**src/logic/holo_defs.svh**
```systemverilog
// all timing in fpga_clk cycles; fifo depth must equal 2**pointer width, kept in step by hand
`ifndef HOLO_DEFS_SVH
`define HOLO_DEFS_SVH

//////////////////////////////////////////////////
// uart bit timing
//////////////////////////////////////////////////
// clocks per uart bit, scaled down here
// the board ran 868, ie 115200 baud off 100 MHz
`define HOLO_CLKS_PER_BIT 16

// fpga_clk cycles per half period of sck
`define HOLO_SPI_HALF_PERIOD 2

// response queue size and its pointer width
`define HOLO_RESP_FIFO_DEPTH 4
`define HOLO_RESP_PTR_W 2

`endif

```
**src/logic/uart_pkg.sv**
```systemverilog
// uart types for 8N1 framing only; no parity or break support anywhere in the design
package uart_pkg;

  // one serial byte
  typedef logic [7:0] uart_byte_t;
  // data bit index, lsb goes first
  typedef logic [2:0] uart_bit_cnt_t;

  // receiver fsm
  typedef enum logic [1:0] {
    RX_IDLE,
    RX_START,
    RX_DATA,
    RX_STOP
  } uart_rx_state_e;

  // transmitter fsm
  typedef enum logic [1:0] {
    TX_IDLE,
    TX_START,
    TX_DATA,
    TX_STOP
  } uart_tx_state_e;

endpackage

```
**src/logic/spi_pkg.sv**
```systemverilog
// spi types for a fixed 16-bit frame, address in the upper byte and data in the lower byte
package spi_pkg;

  // full command word, {addr, data}
  typedef logic [15:0] spi_cmd_t;
  // byte the driver returns in the lower half
  typedef logic [7:0] spi_resp_t;
  // bit index over the 16-bit frame
  typedef logic [3:0] spi_bit_cnt_t;

  // master fsm
  // done is a single cycle before idle
  typedef enum logic [1:0] {
    SPI_IDLE,
    SPI_SHIFT,
    SPI_DONE
  } spi_state_e;

  // last bit index of a frame
  localparam spi_bit_cnt_t SPI_LAST_BIT = 4'd15;

endpackage

```
**src/logic/uart_rx.sv**
```systemverilog
// 8N1 only with no framing error report; start pulses shorter than half a bit are ignored
`include "holo_defs.svh"

module uart_rx import uart_pkg::*; (
  input  logic       fpga_clk,
  input  logic       reset_all_cmd_w,
  input  logic       rx_serial_i,
  output uart_byte_t rx_byte_o,
  output logic       rx_valid_o
);

  localparam int CLKS_PER_BIT = `HOLO_CLKS_PER_BIT;
  localparam int CNT_W        = $clog2(CLKS_PER_BIT);

  uart_rx_state_e   state_q;
  logic [CNT_W-1:0] clk_cnt_q;
  uart_bit_cnt_t    bit_idx_q;
  uart_byte_t       byte_q;
  logic             valid_q;
  logic             rx_meta_q;
  logic             rx_sync_q;
  logic             half_bit;
  logic             bit_end;

  //////////////////////////////////////////////////
  // line synchronizer
  //////////////////////////////////////////////////
  // idle line is high
  always_ff @(posedge fpga_clk) begin
    if (reset_all_cmd_w) begin
      rx_meta_q <= 1'b1;
      rx_sync_q <= 1'b1;
    end else begin
      rx_meta_q <= rx_serial_i;
      rx_sync_q <= rx_meta_q;
    end
  end

  assign half_bit = (clk_cnt_q == CNT_W'(CLKS_PER_BIT / 2 - 1));
  assign bit_end  = (clk_cnt_q == CNT_W'(CLKS_PER_BIT - 1));

  //////////////////////////////////////////////////
  // receive fsm
  //////////////////////////////////////////////////
  always_ff @(posedge fpga_clk) begin
    if (reset_all_cmd_w) begin
      state_q   <= RX_IDLE;
      clk_cnt_q <= '0;
      bit_idx_q <= '0;
      valid_q   <= 1'b0;
    end else begin
      // strobe lasts one cycle
      valid_q   <= 1'b0;
      clk_cnt_q <= clk_cnt_q + 1'b1;
      case (state_q)
        RX_IDLE: begin
          clk_cnt_q <= '0;
          bit_idx_q <= '0;
          // falling edge = possible start bit
          if (!rx_sync_q) begin
            state_q <= RX_START;
          end
        end
        RX_START: begin
          // still low at half a bit, else a glitch
          if (half_bit) begin
            clk_cnt_q <= '0;
            state_q   <= rx_sync_q ? RX_IDLE : RX_DATA;
          end
        end
        RX_DATA: begin
          // counter now lands on bit centres
          if (bit_end) begin
            clk_cnt_q <= '0;
            bit_idx_q <= bit_idx_q + 1'b1;
            if (bit_idx_q == 3'd7) begin
              state_q <= RX_STOP;
            end
          end
        end
        RX_STOP: begin
          // flag mid stop bit, rest of it passes in idle
          if (bit_end) begin
            valid_q <= 1'b1;
            state_q <= RX_IDLE;
          end
        end
        default: state_q <= RX_IDLE;
      endcase
    end
  end

  // data bits, lsb first
  always_ff @(posedge fpga_clk) begin
    if (state_q == RX_DATA && bit_end) begin
      byte_q[bit_idx_q] <= rx_sync_q;
    end
  end

  assign rx_byte_o  = byte_q;
  assign rx_valid_o = valid_q;

endmodule

```
**src/logic/uart_tx.sv**
```systemverilog
// 8N1 only; tx_start_i is ignored while a byte is in flight, so the caller waits on tx_active_o
`include "holo_defs.svh"

module uart_tx import uart_pkg::*; (
  input  logic       fpga_clk,
  input  logic       reset_all_cmd_w,
  input  logic       tx_start_i,
  input  uart_byte_t tx_byte_i,
  output logic       tx_active_o,
  output logic       tx_serial_o
);

  localparam int CLKS_PER_BIT = `HOLO_CLKS_PER_BIT;
  localparam int CNT_W        = $clog2(CLKS_PER_BIT);

  uart_tx_state_e   state_q;
  logic [CNT_W-1:0] clk_cnt_q;
  uart_bit_cnt_t    bit_idx_q;
  uart_byte_t       byte_q;
  logic             serial_q;
  logic             bit_end;

  assign bit_end = (clk_cnt_q == CNT_W'(CLKS_PER_BIT - 1));

  //////////////////////////////////////////////////
  // transmit fsm
  //////////////////////////////////////////////////
  always_ff @(posedge fpga_clk) begin
    if (reset_all_cmd_w) begin
      state_q   <= TX_IDLE;
      clk_cnt_q <= '0;
      bit_idx_q <= '0;
      serial_q  <= 1'b1;
    end else begin
      clk_cnt_q <= bit_end ? '0 : clk_cnt_q + 1'b1;
      case (state_q)
        TX_IDLE: begin
          clk_cnt_q <= '0;
          bit_idx_q <= '0;
          serial_q  <= 1'b1;
          // start bit goes out right away
          if (tx_start_i) begin
            serial_q <= 1'b0;
            state_q  <= TX_START;
          end
        end
        TX_START: begin
          if (bit_end) begin
            serial_q <= byte_q[0];
            state_q  <= TX_DATA;
          end
        end
        TX_DATA: begin
          if (bit_end) begin
            bit_idx_q <= bit_idx_q + 1'b1;
            if (bit_idx_q == 3'd7) begin
              serial_q <= 1'b1;
              state_q  <= TX_STOP;
            end else begin
              serial_q <= byte_q[bit_idx_q + 1'b1];
            end
          end
        end
        // active drops at the end of the stop bit
        TX_STOP: begin
          if (bit_end) begin
            state_q <= TX_IDLE;
          end
        end
        default: state_q <= TX_IDLE;
      endcase
    end
  end

  // byte held for the whole frame
  always_ff @(posedge fpga_clk) begin
    if (state_q == TX_IDLE && tx_start_i) begin
      byte_q <= tx_byte_i;
    end
  end

  assign tx_active_o = (state_q != TX_IDLE);
  assign tx_serial_o = serial_q;

endmodule

```
**src/logic/spi_cmd_assembler.sv**
```systemverilog
// no framing on the host stream; a lost byte shifts the address/data pairing until reset
module spi_cmd_assembler import uart_pkg::*, spi_pkg::*; (
  input  logic       fpga_clk,
  input  logic       reset_all_cmd_w,
  input  uart_byte_t rx_byte_i,
  input  logic       rx_valid_i,
  output spi_cmd_t   spi_cmd_o,
  output logic       spi_start_o
);

  spi_cmd_t cmd_q;
  logic     odd_byte_q;
  logic     start_q;

  //////////////////////////////////////////////////
  // byte pairing
  //////////////////////////////////////////////////
  // two-byte chain, addr goes out first on spi
  // odd_byte_q set = first byte of a pair seen
  always_ff @(posedge fpga_clk) begin
    if (reset_all_cmd_w) begin
      cmd_q      <= '0;
      odd_byte_q <= 1'b0;
      start_q    <= 1'b0;
    end else begin
      start_q <= 1'b0;
      if (rx_valid_i) begin
        // old data byte moves up to addr
        cmd_q      <= {cmd_q[7:0], rx_byte_i};
        odd_byte_q <= ~odd_byte_q;
        // second byte of the pair, launch
        if (odd_byte_q) begin
          start_q <= 1'b1;
        end
      end
    end
  end

  // cmd and start update on the same edge
  assign spi_cmd_o   = cmd_q;
  assign spi_start_o = start_q;

endmodule

```
**src/logic/spi_master.sv**
```systemverilog
// mode 0, fixed 16-bit frame, msb first; sout is sampled without a synchronizer
`include "holo_defs.svh"

module spi_master import spi_pkg::*; (
  input  logic      fpga_clk,
  input  logic      reset_all_cmd_w,
  input  logic      spi_start_i,
  input  spi_cmd_t  spi_cmd_i,
  output logic      spi_busy_o,
  output spi_resp_t spi_resp_o,
  output logic      spi_sen_o,
  output logic      spi_sck_o,
  output logic      spi_sdat_o,
  input  logic      spi_sout_i
);

  localparam int HALF_PERIOD = `HOLO_SPI_HALF_PERIOD;
  localparam int HALF_W      = $clog2(HALF_PERIOD + 1);

  spi_state_e        state_q;
  logic [HALF_W-1:0] half_cnt_q;
  spi_bit_cnt_t      bit_cnt_q;
  spi_cmd_t          shift_q;
  spi_resp_t         resp_q;
  logic              busy_q;
  logic              sen_q;
  logic              sck_q;
  logic              half_end;
  logic              sck_rise;
  logic              sck_fall;

  // sck flips each time a half period runs out
  assign half_end = (state_q == SPI_SHIFT) && (half_cnt_q == HALF_W'(HALF_PERIOD - 1));
  assign sck_rise = half_end && !sck_q;
  assign sck_fall = half_end && sck_q;

  //////////////////////////////////////////////////
  // transfer fsm
  //////////////////////////////////////////////////
  always_ff @(posedge fpga_clk) begin
    if (reset_all_cmd_w) begin
      state_q    <= SPI_IDLE;
      half_cnt_q <= '0;
      bit_cnt_q  <= '0;
      shift_q    <= '0;
      busy_q     <= 1'b0;
      sen_q      <= 1'b1;
      sck_q      <= 1'b0;
    end else begin
      case (state_q)
        SPI_IDLE: begin
          half_cnt_q <= '0;
          bit_cnt_q  <= '0;
          // a start seen outside idle is dropped
          if (spi_start_i) begin
            shift_q <= spi_cmd_i;
            busy_q  <= 1'b1;
            sen_q   <= 1'b0;
            state_q <= SPI_SHIFT;
          end
        end
        SPI_SHIFT: begin
          half_cnt_q <= half_end ? '0 : half_cnt_q + 1'b1;
          if (half_end) begin
            sck_q <= ~sck_q;
          end
          // next bit out on the falling edge
          if (sck_fall) begin
            if (bit_cnt_q == SPI_LAST_BIT) begin
              state_q <= SPI_DONE;
            end else begin
              bit_cnt_q <= bit_cnt_q + 1'b1;
              shift_q   <= {shift_q[14:0], 1'b0};
            end
          end
        end
        // one trailing cycle, then release sen
        SPI_DONE: begin
          busy_q  <= 1'b0;
          sen_q   <= 1'b1;
          state_q <= SPI_IDLE;
        end
        default: state_q <= SPI_IDLE;
      endcase
    end
  end

  // sample on rising sck
  // after 16 bits only the lower half is left
  always_ff @(posedge fpga_clk) begin
    if (sck_rise) begin
      resp_q <= {resp_q[6:0], spi_sout_i};
    end
  end

  assign spi_busy_o = busy_q;
  assign spi_resp_o = resp_q;
  assign spi_sen_o  = sen_q;
  assign spi_sck_o  = sck_q;
  assign spi_sdat_o = shift_q[15];

endmodule

```
**src/logic/spi_resp_fifo.sv**
```systemverilog
// a response that arrives while the queue is full is dropped without notice
`include "holo_defs.svh"

module spi_resp_fifo import uart_pkg::*, spi_pkg::*; (
  input  logic       fpga_clk,
  input  logic       reset_all_cmd_w,
  input  logic       spi_busy_i,
  input  spi_resp_t  spi_resp_i,
  input  logic       tx_active_i,
  output uart_byte_t tx_byte_o,
  output logic       tx_start_o
);

  localparam int DEPTH = `HOLO_RESP_FIFO_DEPTH;
  localparam int PTR_W = `HOLO_RESP_PTR_W;
  localparam int CNT_W = PTR_W + 1;

  uart_byte_t       mem_q [DEPTH];
  logic [PTR_W-1:0] wr_ptr_q;
  logic [PTR_W-1:0] rd_ptr_q;
  logic [CNT_W-1:0] count_q;
  logic             busy_d_q;
  logic             wr_req_q;
  logic             pop_q;
  logic             start_q;
  uart_byte_t       tx_byte_q;
  logic             full;
  logic             empty;
  logic             wr_en;
  logic             pop_req;

  assign full    = (count_q == CNT_W'(DEPTH));
  assign empty   = (count_q == '0);
  assign wr_en   = wr_req_q && !full;
  // uart idle and no pop already on its way
  assign pop_req = !empty && !tx_active_i && !pop_q && !start_q;

  //////////////////////////////////////////////////
  // write and pop sequencing
  //////////////////////////////////////////////////
  always_ff @(posedge fpga_clk) begin
    if (reset_all_cmd_w) begin
      busy_d_q <= 1'b0;
      wr_req_q <= 1'b0;
      wr_ptr_q <= '0;
      rd_ptr_q <= '0;
      count_q  <= '0;
      pop_q    <= 1'b0;
      start_q  <= 1'b0;
    end else begin
      // busy falling = response byte settled
      busy_d_q <= spi_busy_i;
      wr_req_q <= busy_d_q && !spi_busy_i;
      pop_q    <= pop_req;
      // head is registered in the pop cycle
      start_q  <= pop_q;
      if (wr_en) begin
        wr_ptr_q <= wr_ptr_q + 1'b1;
      end
      if (pop_q) begin
        rd_ptr_q <= rd_ptr_q + 1'b1;
      end
      case ({wr_en, pop_q})
        2'b10:   count_q <= count_q + 1'b1;
        2'b01:   count_q <= count_q - 1'b1;
        default: count_q <= count_q;
      endcase
    end
  end

  // storage and output byte
  always_ff @(posedge fpga_clk) begin
    if (wr_en) begin
      mem_q[wr_ptr_q] <= spi_resp_i;
    end
    if (pop_q) begin
      tx_byte_q <= mem_q[rd_ptr_q];
    end
  end

  assign tx_byte_o  = tx_byte_q;
  assign tx_start_o = start_q;

endmodule

```
**src/logic/holo_cmd_top.sv**
```systemverilog
// single fpga_clk domain; uart_rx_i is asynchronous and synchronized inside the receiver
module holo_cmd_top import uart_pkg::*, spi_pkg::*; (
  input  logic fpga_clk,
  input  logic reset_all_cmd_w,
  input  logic uart_rx_i,
  output logic uart_tx_o,
  output logic spi_sen_o,
  output logic spi_sck_o,
  output logic spi_sdat_o,
  input  logic spi_sout_i
);

  //////////////////////////////////////////////////
  // internal nets
  //////////////////////////////////////////////////
  // host byte in
  uart_byte_t rx_byte;
  logic       rx_valid;
  // assembled command
  spi_cmd_t   spi_cmd;
  logic       spi_start;
  // transfer status and reply
  logic       spi_busy;
  spi_resp_t  spi_resp;
  // reply back to host
  uart_byte_t tx_byte;
  logic       tx_start;
  logic       tx_active;

  uart_rx i_uart_rx (
    .fpga_clk       (fpga_clk),
    .reset_all_cmd_w(reset_all_cmd_w),
    .rx_serial_i    (uart_rx_i),
    .rx_byte_o      (rx_byte),
    .rx_valid_o     (rx_valid)
  );

  // every second byte fires a transfer
  spi_cmd_assembler i_spi_cmd_assembler (
    .fpga_clk       (fpga_clk),
    .reset_all_cmd_w(reset_all_cmd_w),
    .rx_byte_i      (rx_byte),
    .rx_valid_i     (rx_valid),
    .spi_cmd_o      (spi_cmd),
    .spi_start_o    (spi_start)
  );

  spi_master i_spi_master (
    .fpga_clk       (fpga_clk),
    .reset_all_cmd_w(reset_all_cmd_w),
    .spi_start_i    (spi_start),
    .spi_cmd_i      (spi_cmd),
    .spi_busy_o     (spi_busy),
    .spi_resp_o     (spi_resp),
    .spi_sen_o      (spi_sen_o),
    .spi_sck_o      (spi_sck_o),
    .spi_sdat_o     (spi_sdat_o),
    .spi_sout_i     (spi_sout_i)
  );

  // replies queue here while the uart is busy
  spi_resp_fifo i_spi_resp_fifo (
    .fpga_clk       (fpga_clk),
    .reset_all_cmd_w(reset_all_cmd_w),
    .spi_busy_i     (spi_busy),
    .spi_resp_i     (spi_resp),
    .tx_active_i    (tx_active),
    .tx_byte_o      (tx_byte),
    .tx_start_o     (tx_start)
  );

  uart_tx i_uart_tx (
    .fpga_clk       (fpga_clk),
    .reset_all_cmd_w(reset_all_cmd_w),
    .tx_start_i     (tx_start),
    .tx_byte_i      (tx_byte),
    .tx_active_o    (tx_active),
    .tx_serial_o    (uart_tx_o)
  );

endmodule

```
**config.mk**
```make
export PLATFORM = sky130hd
export DESIGN_NAME = holo_cmd_top
export DESIGN_NICKNAME = d
export VERILOG_FILES = /design/src/logic/uart_pkg.sv /design/src/logic/spi_pkg.sv /design/src/logic/uart_rx.sv /design/src/logic/uart_tx.sv /design/src/logic/spi_cmd_assembler.sv /design/src/logic/spi_master.sv /design/src/logic/spi_resp_fifo.sv /design/src/logic/holo_cmd_top.sv
export VERILOG_INCLUDE_DIRS = /design/src /design/src/logic
export SDC_FILE = /design/constraint.sdc
export NUM_CORES = 1
export LEC_CHECK = 0
export BUFFER_PORTS_ARGS = -buffer_cell sky130_fd_sc_hd__buf_2
export CAP_MARGIN = 20
export CORE_MARGIN = 5
export CORE_UTILIZATION = 38
export CTS_BUF_LIST = sky130_fd_sc_hd__clkbuf_4 sky130_fd_sc_hd__clkbuf_8
export DETAILED_ROUTE_END_ITERATION = 16
export GPL_TIMING_DRIVEN = 0
export SYNTH_ARGS = -nofsm -noshare
export SYNTH_HDL_FRONTEND = slang
export SYNTH_SLANG_ARGS = --single-unit
```
**constraint.sdc**
```tcl
create_clock -name fpga_clk -period 4.96 [get_ports fpga_clk]
set_input_delay 0.744 -clock fpga_clk [delete_from_list [all_inputs] [get_ports fpga_clk]]
set_output_delay 0.744 -clock fpga_clk [all_outputs]
set_load 0.02 [all_outputs]
```
[After elaboration in Yosys (flattened, before gate mapping)]
Memories as Yosys holds them, arrays and structs flattened. A register that Yosys moved wholly into a read port is not among the register bits.
Cells that the tools add are included.
Storage, ports and cells
  input bits: 4
  logic and storage cells: 174
  register bits: 102
  memories: 1
  RAM bits: 32
Memory list
  i_spi_resp_fifo.mem_q: depth 4, width 8, read ports 1, clocked after memory_dff 1, wr ports 1, RTL line spi_resp_fifo.sv:18  | uart_byte_t mem_q [DEPTH];
Cells by class
  reduce and logical (&&, ||, !) cells: 42
  magnitude comparators: 3
  mux-type cells: 52
  add/subtract/negate cells: 10
  eq/ne operators: 32
  bitwise logic cells: 4
Operators with widths (number)
  16-bit two-way mux: 3
  16-bit one-hot mux with 2 select lines: 1
  2-bit two-way mux: 15
  2-bit by 1-bit inequality test with 1-bit output (second input constant): 9
  3-bit one-hot mux with 2 select lines: 3
  4-bit two-way mux: 4
  2-bit one-hot mux with 4 select lines: 2
  4-bit by 1-bit adder with 4-bit output (second input constant): 3
  2-bit equality test (second input constant): 6
  4-bit equality test (second input constant): 3
  1-bit two-way mux: 12
  4-bit one-hot mux with 3 select lines: 1
  2-bit nonzero test: 6
  1-bit logical AND: 11
  2-bit by 1-bit equality test with 1-bit output (second input constant): 5
  2-bit inequality test (second input constant): 5
  5-bit AND reduction: 2
  3-bit by 1-bit adder with 3-bit output (second input constant): 3
  3-bit equality test (second input constant): 3
  3-bit AND reduction: 3
  8-bit bitwise mux: 1
  3-bit by 4-bit < comparator with 1-bit output (second input constant): 2
  2-bit one-hot mux with 2 select lines: 2
  4-bit one-hot mux with 2 select lines: 1
  other kinds (18): 37

[Depth between registers and ports, before layout]
Gate-level depths: netlist of the first run.
  depth in word-level cells: 6
  gate-level depth with buffers: 9
  mapped depth without buffers: 9

[Cells and area by module]
From an unflattened synthesis of the first run, not the netlist that was laid out.
Second synthesis, totals
  cell total of the unflattened synthesis: 506
  area total of the unflattened synthesis: 6113.4 um^2
By module, submodules not included
  spi_resp_fifo: cells an instance 105, times used 1, area an instance 1936.9 um^2, seq. area each 1421.4 um^2
  spi_master: cells an instance 187, times used 1, area an instance 1810.5 um^2, seq. area each 780.7 um^2
  uart_tx: cells an instance 76, times used 1, area an instance 865.8 um^2, seq. area each 440.4 um^2
  uart_rx: cells an instance 80, times used 1, area an instance 855.8 um^2, seq. area each 480.5 um^2
  spi_cmd_assembler: cells an instance 58, times used 1, area an instance 644.4 um^2, seq. area each 360.3 um^2

[Worst setup path after synthesis of the first run]
Ideal clock, no wire load.
  path type: reg2reg
  start point: reg i_spi_resp_fifo.count_q[0]
  end point: reg i_spi_resp_fifo.count_q[2]
  cell stages (with the launch flop): 10
  arrival time: 1873 ps
  path slack: 3016 ps
  setup time: 71 ps
  cells stage by stage: dfxtp_1 -> inv_1 -> a31oi_1 -> inv_1 -> ha_1 -> inv_1 -> fa_1 -> xor2_1 -> or3_1 -> a21oi_1
Between the ends
  word-level cells in the longest chain between the ends: 5
RTL lines
  start, declared: RTL line spi_resp_fifo.sv:21  | logic [CNT_W-1:0] count_q;
  start signal, assigned: RTL line spi_resp_fifo.sv:64  | 2'b10: count_q <= count_q + 1'b1;
  start signal, assigned: RTL line spi_resp_fifo.sv:65  | 2'b01: count_q <= count_q - 1'b1;
  start signal, assigned: RTL line spi_resp_fifo.sv:66  | default: count_q <= count_q;
  3-bit equality test: RTL line spi_resp_fifo.sv:32  | assign full = (count_q == CNT_W'(DEPTH));
  1-bit logical NOT: RTL line spi_resp_fifo.sv:34  | assign wr_en = wr_req_q && !full;
  1-bit logical AND: RTL line spi_resp_fifo.sv:34
  2-bit by 1-bit equality test with 1-bit output or 2-bit equality test (tied branches): RTL line spi_resp_fifo.sv:63  | case ({wr_en, pop_q})
  3-bit one-hot mux with 2 select lines or 2-bit nonzero test (tied branches)
Several ways; a longest one is shown, not always the timed one.
A chain may end at the register's enable or synchronous reset.

[Worst setup path after layout of the first run]
  start point: reg i_spi_resp_fifo.count_q[1]
  end point: reg i_spi_resp_fifo.count_q[2]
The elaborated chain is that of the path after synthesis.

==> summary.txt, run 1 <==
Logic synthesis
  – Ys flop type: dfxtp_1
  – Syn. warnings: 0
  – Synth top area share: about a third
  – Post-Synthesis Cells: 478
  – Syn_nets: 500
  – Yosys cell types: 54
  – Synth top area cells: edfxtp_1 (33%), dfxtp_1 (27%), nor2_1 (4.4%), mux2i_1 (4.0%), ha_1 (3.7%)
  – Seq/Total Area, Yosys: 60.42%
  – Post-synth EDFFs: 64
  – Ys async rst share: 0%
  – Syn_area_per_cell: 12.06 um2
  – FF+latch count, synth: ~140
  – Area leader, netlist: edfxtp_1
  – Synthesized area: 5766 um2

Timing
  – Post-Route Skew: 0.01293 ns
  – Fin crit share: approximately 44%
  – Fmax: 456.7 MHz
  – Final hold violations: 0
  – Final setup viols: 0
  – Total negative slack: 0 ns
  – Fin crit period: between 2 and 2.5 ns
  – Slew headroom: between 50% and 60%
  – Final Max Tran Viols: 0
  – Worst hold slack: 0.4096 ns
  – RSZ-0062 raised after global routing: false
  – Worst-Margin Slew: 0.6521 ns

Setup path
  – R2R depth: 9
  – Crit Reg-Reg Endpoint: i_spi_resp_fifo.count_q[2]$_SDFFE_PP0P_
  – Critical Path RT: between 5 and 6 ns
  – Crit-path max FO: 7
  – R2r startpoint: i_spi_resp_fifo.count_q[1]$_SDFFE_PP0P_
  – WP data arrival: 2.56 ns
  – Worst setup startpoint: i_spi_resp_fifo.count_q[1]$_SDFFE_PP0P_
  – R2R Setup Slk: 2.77 ns
  – Startpoint types: flop
  – Termination of the worst setup path: i_spi_resp_fifo.count_q[2]$_SDFFE_PP0P_
  – Endpoint type of the worst setup path: flop
  – Crit path kind: reg2reg

CTS
  – Clock sink total: 142
  – CTS tree: built
  – Clk slew on worst S/H paths: 0.08 ns
  – Postcts setup bufs: 0
  – Worst skew pair latency: 0.44 ns
  – CTS buffer count: 17
  – Clk buf depth: 2
  – Number of hold buffers added after CTS: 0
  – CTS H-tree lvls: 4
  – Post-CTS Resized: 0
  – Root buf cell: clkbuf_8

Drt
  – # DRC: 0
  – Vias per cell: 4.986
  – Final wirelength: between 9000 and 10000 um
  – First drt pass iteration count: 4
  – Antenna viol nets, final: 0
  – DRT iter0 DRCs: 192
  – DR vias: 3515
  – Routed len/inst: roughly 14 um

Placed design
  – Dpl cell area: approximately 6000 um2
  – GP Congestion: approximately 0.79
  – Post-DP HPWL: 6801 um
  – IO buf count: 6
  – Placed cell count: around 670

Die
  – DIE AREA: 17740 um2
  – IO Count: 8
  – Initial Utilization: 38.35%
  – Die Y: 133.2 um
  – Row count: 45
  – Core area: 15030 um2
  – Die Wd: 133.2 um

Pwr
  – Peak supply drop: 0.1401 mV
  – Power Density: 357.2 nW/um2
  – Lkg Pwr: roughly 2.3 nW
  – Total power: 0.002313 W

Final layout
  – Area added between synthesis and finish: 12.30%
  – Share of post-route cells with drive strength above 1: between 15 and 20%
  – Most frequent cells in the layout: dfxtp_1 (78), nor2_1 (68), edfxtp_1 (64), mux2i_1 (23), nor3_1 (20)
  – Non-Filler Instances: 705
  – # nets final: 526
  – Most common cell after layout, fill and taps aside: dfxtp_1
  – Inserted Diodes: 0
  – Final instance area: 6475 um2

Run status
  – Status: finished, final reports clean

Global route
  – Largest net degree at the start of global routing: 17
  – Overall Global Routing Usage: 12.33%
  – Total global routing overflow: 0
  – First-pass GRT wire length: 17420 um
  – Vias in the first global route: approximately 3500
  – Initial antenna violation count: 0

Hold path
  – Worst hold path type: reg2reg

Job
  – MaxCap Viol Count: 0
==> cells in the mapped netlist (6+ instances only) <==
cell type / number
a21oi_1: 12
nor2_2: 9
nand3_1: 6
clkbuf_1: 9
xnor2_1: 6
a31oi_1: 6
o21ai_0: 19
mux4_2: 9
nor3_1: 20
nand2_1: 19
edfxtp_1: 64
inv_1: 18
dfxtp_1: 78
mux2i_1: 23
ha_1: 17
and3_1: 8
nor2_1: 68
nor3_2: 10
==> layer usage <==
layer / track usage (%) / wire length (um)
met5: 0 / 0
met4: 4.800 / 167
met3: 4.079 / 370
met2: 18.88 / 4552
met1: 16.29 / 4799
==> through the flow <==
| stage | setup slack [ns] | utilization (%) |
|---|---|---|
| finish | 2.770 | 43.07 |
| global route | 2.524 | 43.07 |
| CTS | 2.789 | 43.07 |
| detailed placement | 2.489 | 40.15 |
| global placement | 2.485 | 40.12 |
| floorplan | 3.016 | - |
==> worst max-delay path: stages (launching register included) <==
cell and delay, ns:
dfxtp_1 0.35, inv_1 0.08, a31oi_1 0.51, inv_1 0.11
ha_1 0.25, inv_1 0.09, fa_1 0.20, xor2_1 0.09
or3_1 0.31, a21oi_1 0.14
==> layout make-up <==
class | count | area (um2)
Multi-Input combinational cell | 296 | 2079
Tap cell | 188 | 235.2
Sequential cell | 142 | 3483
Inverter | 18 | 67.56
Clock inverter | 11 | 162.7
Fill cell | 1394 | 8558
Buffer | 22 | 135.1
Clock buffer | 21 | 276.5
Timing Repair Buffer | 7 | 35.03
==> cell families after synthesis <==
family / Yosys count / share of synthesized area [%]
simple gates: 173 / 15.91
flops: 142 / 60.42
compound gates: 62 / 6.901
buf+inv: 40 / 3.515
mux: 33 / 7.704
fa+ha+maj: 18 / 4.036
xor+xnor: 10 / 1.519
==> state kept, by name (all words and copies together) (netlist names), 2 cells and up, named ones only <==
| name | count |
|---|---|
| i_spi_cmd_assembler.spi_cmd_o | 16 |
| i_spi_master.bit_cnt_q | 4 |
| i_spi_master.half_cnt_q | 2 |
| i_spi_master.shift_q | 16 |
| i_spi_master.spi_resp_o | 8 |
| i_spi_master.state_q | 2 |
| i_spi_resp_fifo.count_q | 3 |
| i_spi_resp_fifo.mem_q | 32 |
| i_spi_resp_fifo.rd_ptr_q | 2 |
| i_spi_resp_fifo.tx_byte_o | 8 |
| i_spi_resp_fifo.wr_ptr_q | 2 |
| i_uart_rx.bit_idx_q | 3 |
| i_uart_rx.clk_cnt_q | 4 |
| i_uart_rx.rx_byte_o | 8 |
| i_uart_tx.bit_idx_q | 3 |
| i_uart_tx.byte_q | 8 |
| i_uart_tx.clk_cnt_q | 4 |
| i_uart_tx.state_q | 2 |
==> where the power goes <==
part / internal, W / total [W] / switching (W) / leakage, nW
registers: 0.00122 / 0.00123 / 0.00000690 / 1.20
logic: 0.0000329 / 0.0000871 / 0.0000542 / 0.870
clock network: 0.000584 / 0.000998 / 0.000415 / 0.223
==> worst min-delay path by stage <==
| stage | startpoint | to | slack (ns) | cells past startpoint |
|---|---|---|---|---|
| floorplan | i_uart_rx.rx_meta_q$_SDFF_PP1_ | i_uart_rx.rx_sync_q$_SDFF_PP1_ | 0.39 | 1 |
| global placement | i_uart_rx.rx_meta_q$_SDFF_PP1_ | i_uart_rx.rx_sync_q$_SDFF_PP1_ | 0.39 | 1 |
| detailed placement | i_uart_rx.rx_meta_q$_SDFF_PP1_ | i_uart_rx.rx_sync_q$_SDFF_PP1_ | 0.39 | 1 |
| CTS | i_uart_rx.rx_meta_q$_SDFF_PP1_ | i_uart_rx.rx_sync_q$_SDFF_PP1_ | 0.41 | 1 |
| global route | i_uart_rx.rx_meta_q$_SDFF_PP1_ | i_uart_rx.rx_sync_q$_SDFF_PP1_ | 0.43 | 1 |
| finish | i_uart_rx.rx_meta_q$_SDFF_PP1_ | i_uart_rx.rx_sync_q$_SDFF_PP1_ | 0.41 | 1 |
Note: power is estimated with default switching activity, not from simulation.
==> run 2: changes to the inputs <==
==> constraint.sdc (replaced) <==
create_clock -name fpga_clk -period 1.9 [get_ports fpga_clk]
set_input_delay 0.285 -clock fpga_clk [delete_from_list [all_inputs] [get_ports fpga_clk]]
set_output_delay 0.285 -clock fpga_clk [all_outputs]
set_load 0.02 [all_outputs]
==> summary.txt, run 2 (synthesis results as in run 1) <==
Timing
  – Fin crit share: 98.53%
  – Final Max Tran Viols: 0
  – Total negative slack: 0 ns
  – Fin crit period: 1.872 ns
  – Final setup viols: 0
  – Final worst slack: 0.02794 ns
  – Final hold violations: 0
  – Slew headroom: 56.61%
  – Post-Route Skew: between 0.01 and 0.015 ns
  – RSZ-0062 raised after global routing: true
  – Fmax: between 500 and 600 MHz
  – Worst-Margin Slew: between 0.6 and 0.7 ns

Placed design
  – IO buf count: 6
  – GP Congestion: 0.7763
  – Setup WS pre-CTS: -0.1552 ns
  – Post-DP HPWL: 6726 um

Drt
  – Antenna viol nets, final: 0
  – DR vias: between 3000 and 4000
  – Final wirelength: 9716 um
  – Routed len/inst: approximately 14 um
  – DRT iter0 DRCs: 192
  – # DRC: 0
  – Vias per cell: about 5.0
  – First drt pass iteration count: 4

Setup path
  – Crit path kind: reg2reg
  – R2R Setup Slk: 0.03 ns
  – Crit Reg-Reg Endpoint: i_spi_resp_fifo.count_q[2]$_SDFFE_PP0P_
  – Endpoint type of the worst setup path: flop
  – Critical path's slowest cell: fa_2
  – Critical Path, Cell by Cell: inv_4 > a31oi_4 > inv_1 > ha_2 > inv_1 > fa_2 > xor2_1 > or3_1 > a21oi_2
  – Crit-path max FO: 3
  – Critical Path RT: 2.26 ns
  – WP data arrival: approximately 2.2 ns
  – Worst path max stage delay: 0.38 ns
  – R2r startpoint: i_spi_resp_fifo.count_q[0]$_SDFFE_PP0P_
  – Most frequent CP cell: inv_1
  – R2R depth: 9
  – Startpoint types: flop

Pwr
  – Lkg Pwr: around 2.3 nW
  – Total power: 0.005806 W
  – Peak supply drop: between 0.3 and 0.4 mV
  – Power Density: approximately 890 nW/um2

Final layout
  – # nets final: roughly 530
  – Top reg by flops: i_spi_resp_fifo.mem_q
  – Share of post-route cells with drive strength above 1: 19.08%
  – Area added between synthesis and finish: 12.65%
  – Inserted Diodes: 0
  – Most common cell after layout, fill and taps aside: dfxtp_1
  – Largest register FFs: 32
  – Filler cell count: 1344
  – Most frequent cells in the layout: dfxtp_1 (74), nor2_1 (68), edfxtp_1 (64), mux2i_1 (23), nor3_1 (20)

Hold path
  – Min-delay src: reset_all_cmd_w
  – Worst hold path type: in2reg
  – Worst hold stages: 3
  – Hold EP: i_spi_master.spi_sen_o$_SDFFE_PP1P_

Die
  – Row count: 45
  – DIE AREA: ~18000 um2
  – IO Count: 8
  – Core area: around 15000 um2
  – Die Wd: approximately 130 um
  – Initial Utilization: 38.35%
  – Die Y: 133.2 um

Job
  – MaxCap Viol Count: 0

Global route
  – Vias in the first global route: 3454
  – Met3 Resource Use GR: 4.192%
  – First-pass GRT wire length: roughly 17000 um
  – Overall Global Routing Usage: 12.16%
  – Initial antenna violation count: 0
  – Global routing's busiest layer: met2
  – Total global routing overflow: 0
  – Global Route met1 Usage: roughly 16%
  – Largest net degree at the start of global routing: 17
  – M2 GR Usage: between 10% and 20%

CTS
  – Clk buf depth: 2
  – Clock sink total: 142
  – CTS H-tree lvls: 4
  – Root buf cell: clkbuf_8
  – Clk slew on worst S/H paths: 0.08 ns
  – Worst skew pair latency: 0.44 ns
  – CTS buffer count: 17
  – CTS tree: built

Run status
  – Status: finished, final reports clean
==> run 2: final cells by class <==
cell class | instances | area (um2) | share of cell area (%)
sequential | 142 | 3491 | 53.75
multi-input combinational | 296 | 2107 | 32.44
clock buffer | 17 | 234.0 | 3.602
inverter | 18 | 70.07 | 1.079
clock inverter | 15 | 163.9 | 2.524
buffer | 21 | 131.4 | 2.023
tap | 188 | 235.2 | 3.622
timing repair buffer | 10 | 62.56 | 0.9632
==> run 2: per-stage QoR <==
| step | instances | instance area, um2 | util, % | hold WS [ns] |
|---|---|---|---|---|
| after detailed placement | 673 | 6052 | 40.26 | 0.3941 |
| final | 707 | 6495 | 43.20 | 0.4104 |
| after CTS | 708 | 6485 | 43.14 | 0.3851 |
| after floorplan | 478 | 5782 | - | 0.3839 |
| after global routing | 707 | 6495 | 43.20 | 0.4213 |
| after global placement | 672 | 6047 | 40.22 | 0.3921 |
==> run 2: timing repair <==
action | in CTS | in global routing
endpoints found under the hold margin | 2 | 0
setup buffers | 1 | 0
hold buffers | 2 | 0
setup endpoints to repair | 1 | 3
pin swaps | 2 | 0
resized for setup | 6 | 5
==> run 2: worst max path at each step <==
| stage | cells after the start | endpoint | slack (ns) | from |
|---|---|---|---|---|
| after global placement | 2 | i_spi_master.spi_resp_o[7]$_DFFE_PP_ | -0.17 | i_spi_master.half_cnt_q[0]$_SDFFE_PP0P_ |
| after global routing | 9 | i_spi_resp_fifo.count_q[2]$_SDFFE_PP0P_ | -0.05 | i_spi_resp_fifo.count_q[1]$_SDFFE_PP0P_ |
| after detailed placement | 9 | i_spi_resp_fifo.count_q[2]$_SDFFE_PP0P_ | -0.16 | i_spi_resp_fifo.count_q[0]$_SDFFE_PP0P_ |
| final | 9 | i_spi_resp_fifo.count_q[2]$_SDFFE_PP0P_ | 0.03 | i_spi_resp_fifo.count_q[0]$_SDFFE_PP0P_ |
| after floorplan | 9 | i_spi_resp_fifo.count_q[2]$_SDFFE_PP0P_ | 0.0002 | i_spi_resp_fifo.count_q[0]$_SDFFE_PP0P_ |
| after CTS | 9 | i_spi_resp_fifo.count_q[2]$_SDFFE_PP0P_ | 0.01 | i_spi_resp_fifo.count_q[0]$_SDFFE_PP0P_ |
==> run 2: report_power, final <==
part           switching [W]  internal [W]
sequential         0.0000163       0.00318
clock                0.00118       0.00119
combinational       0.000146     0.0000906
==> run 2: worst max-delay path, delay by kind of cell, from the launching register on <==
| family | cells | cell delay, ns |
|---|---|---|
| adder cells (fa/ha/maj) | 2 | 0.56 |
| flip-flops | 1 | 0.35 |
| buffers and inverters | 3 | 0.20 |
| AND/OR/NAND/NOR | 1 | 0.33 |
| AO/OA/AOI/OAI | 2 | 0.20 |
| XOR/XNOR | 1 | 0.16 |
==> run 2: per-layer routing <==
metal / routed length (um) / up-vias
met5: 0 / -
met4: 149 / 0
met3: 324 / 15
met2: 4454 / 50
met1: 4788 / 1674
li1: - / 1764
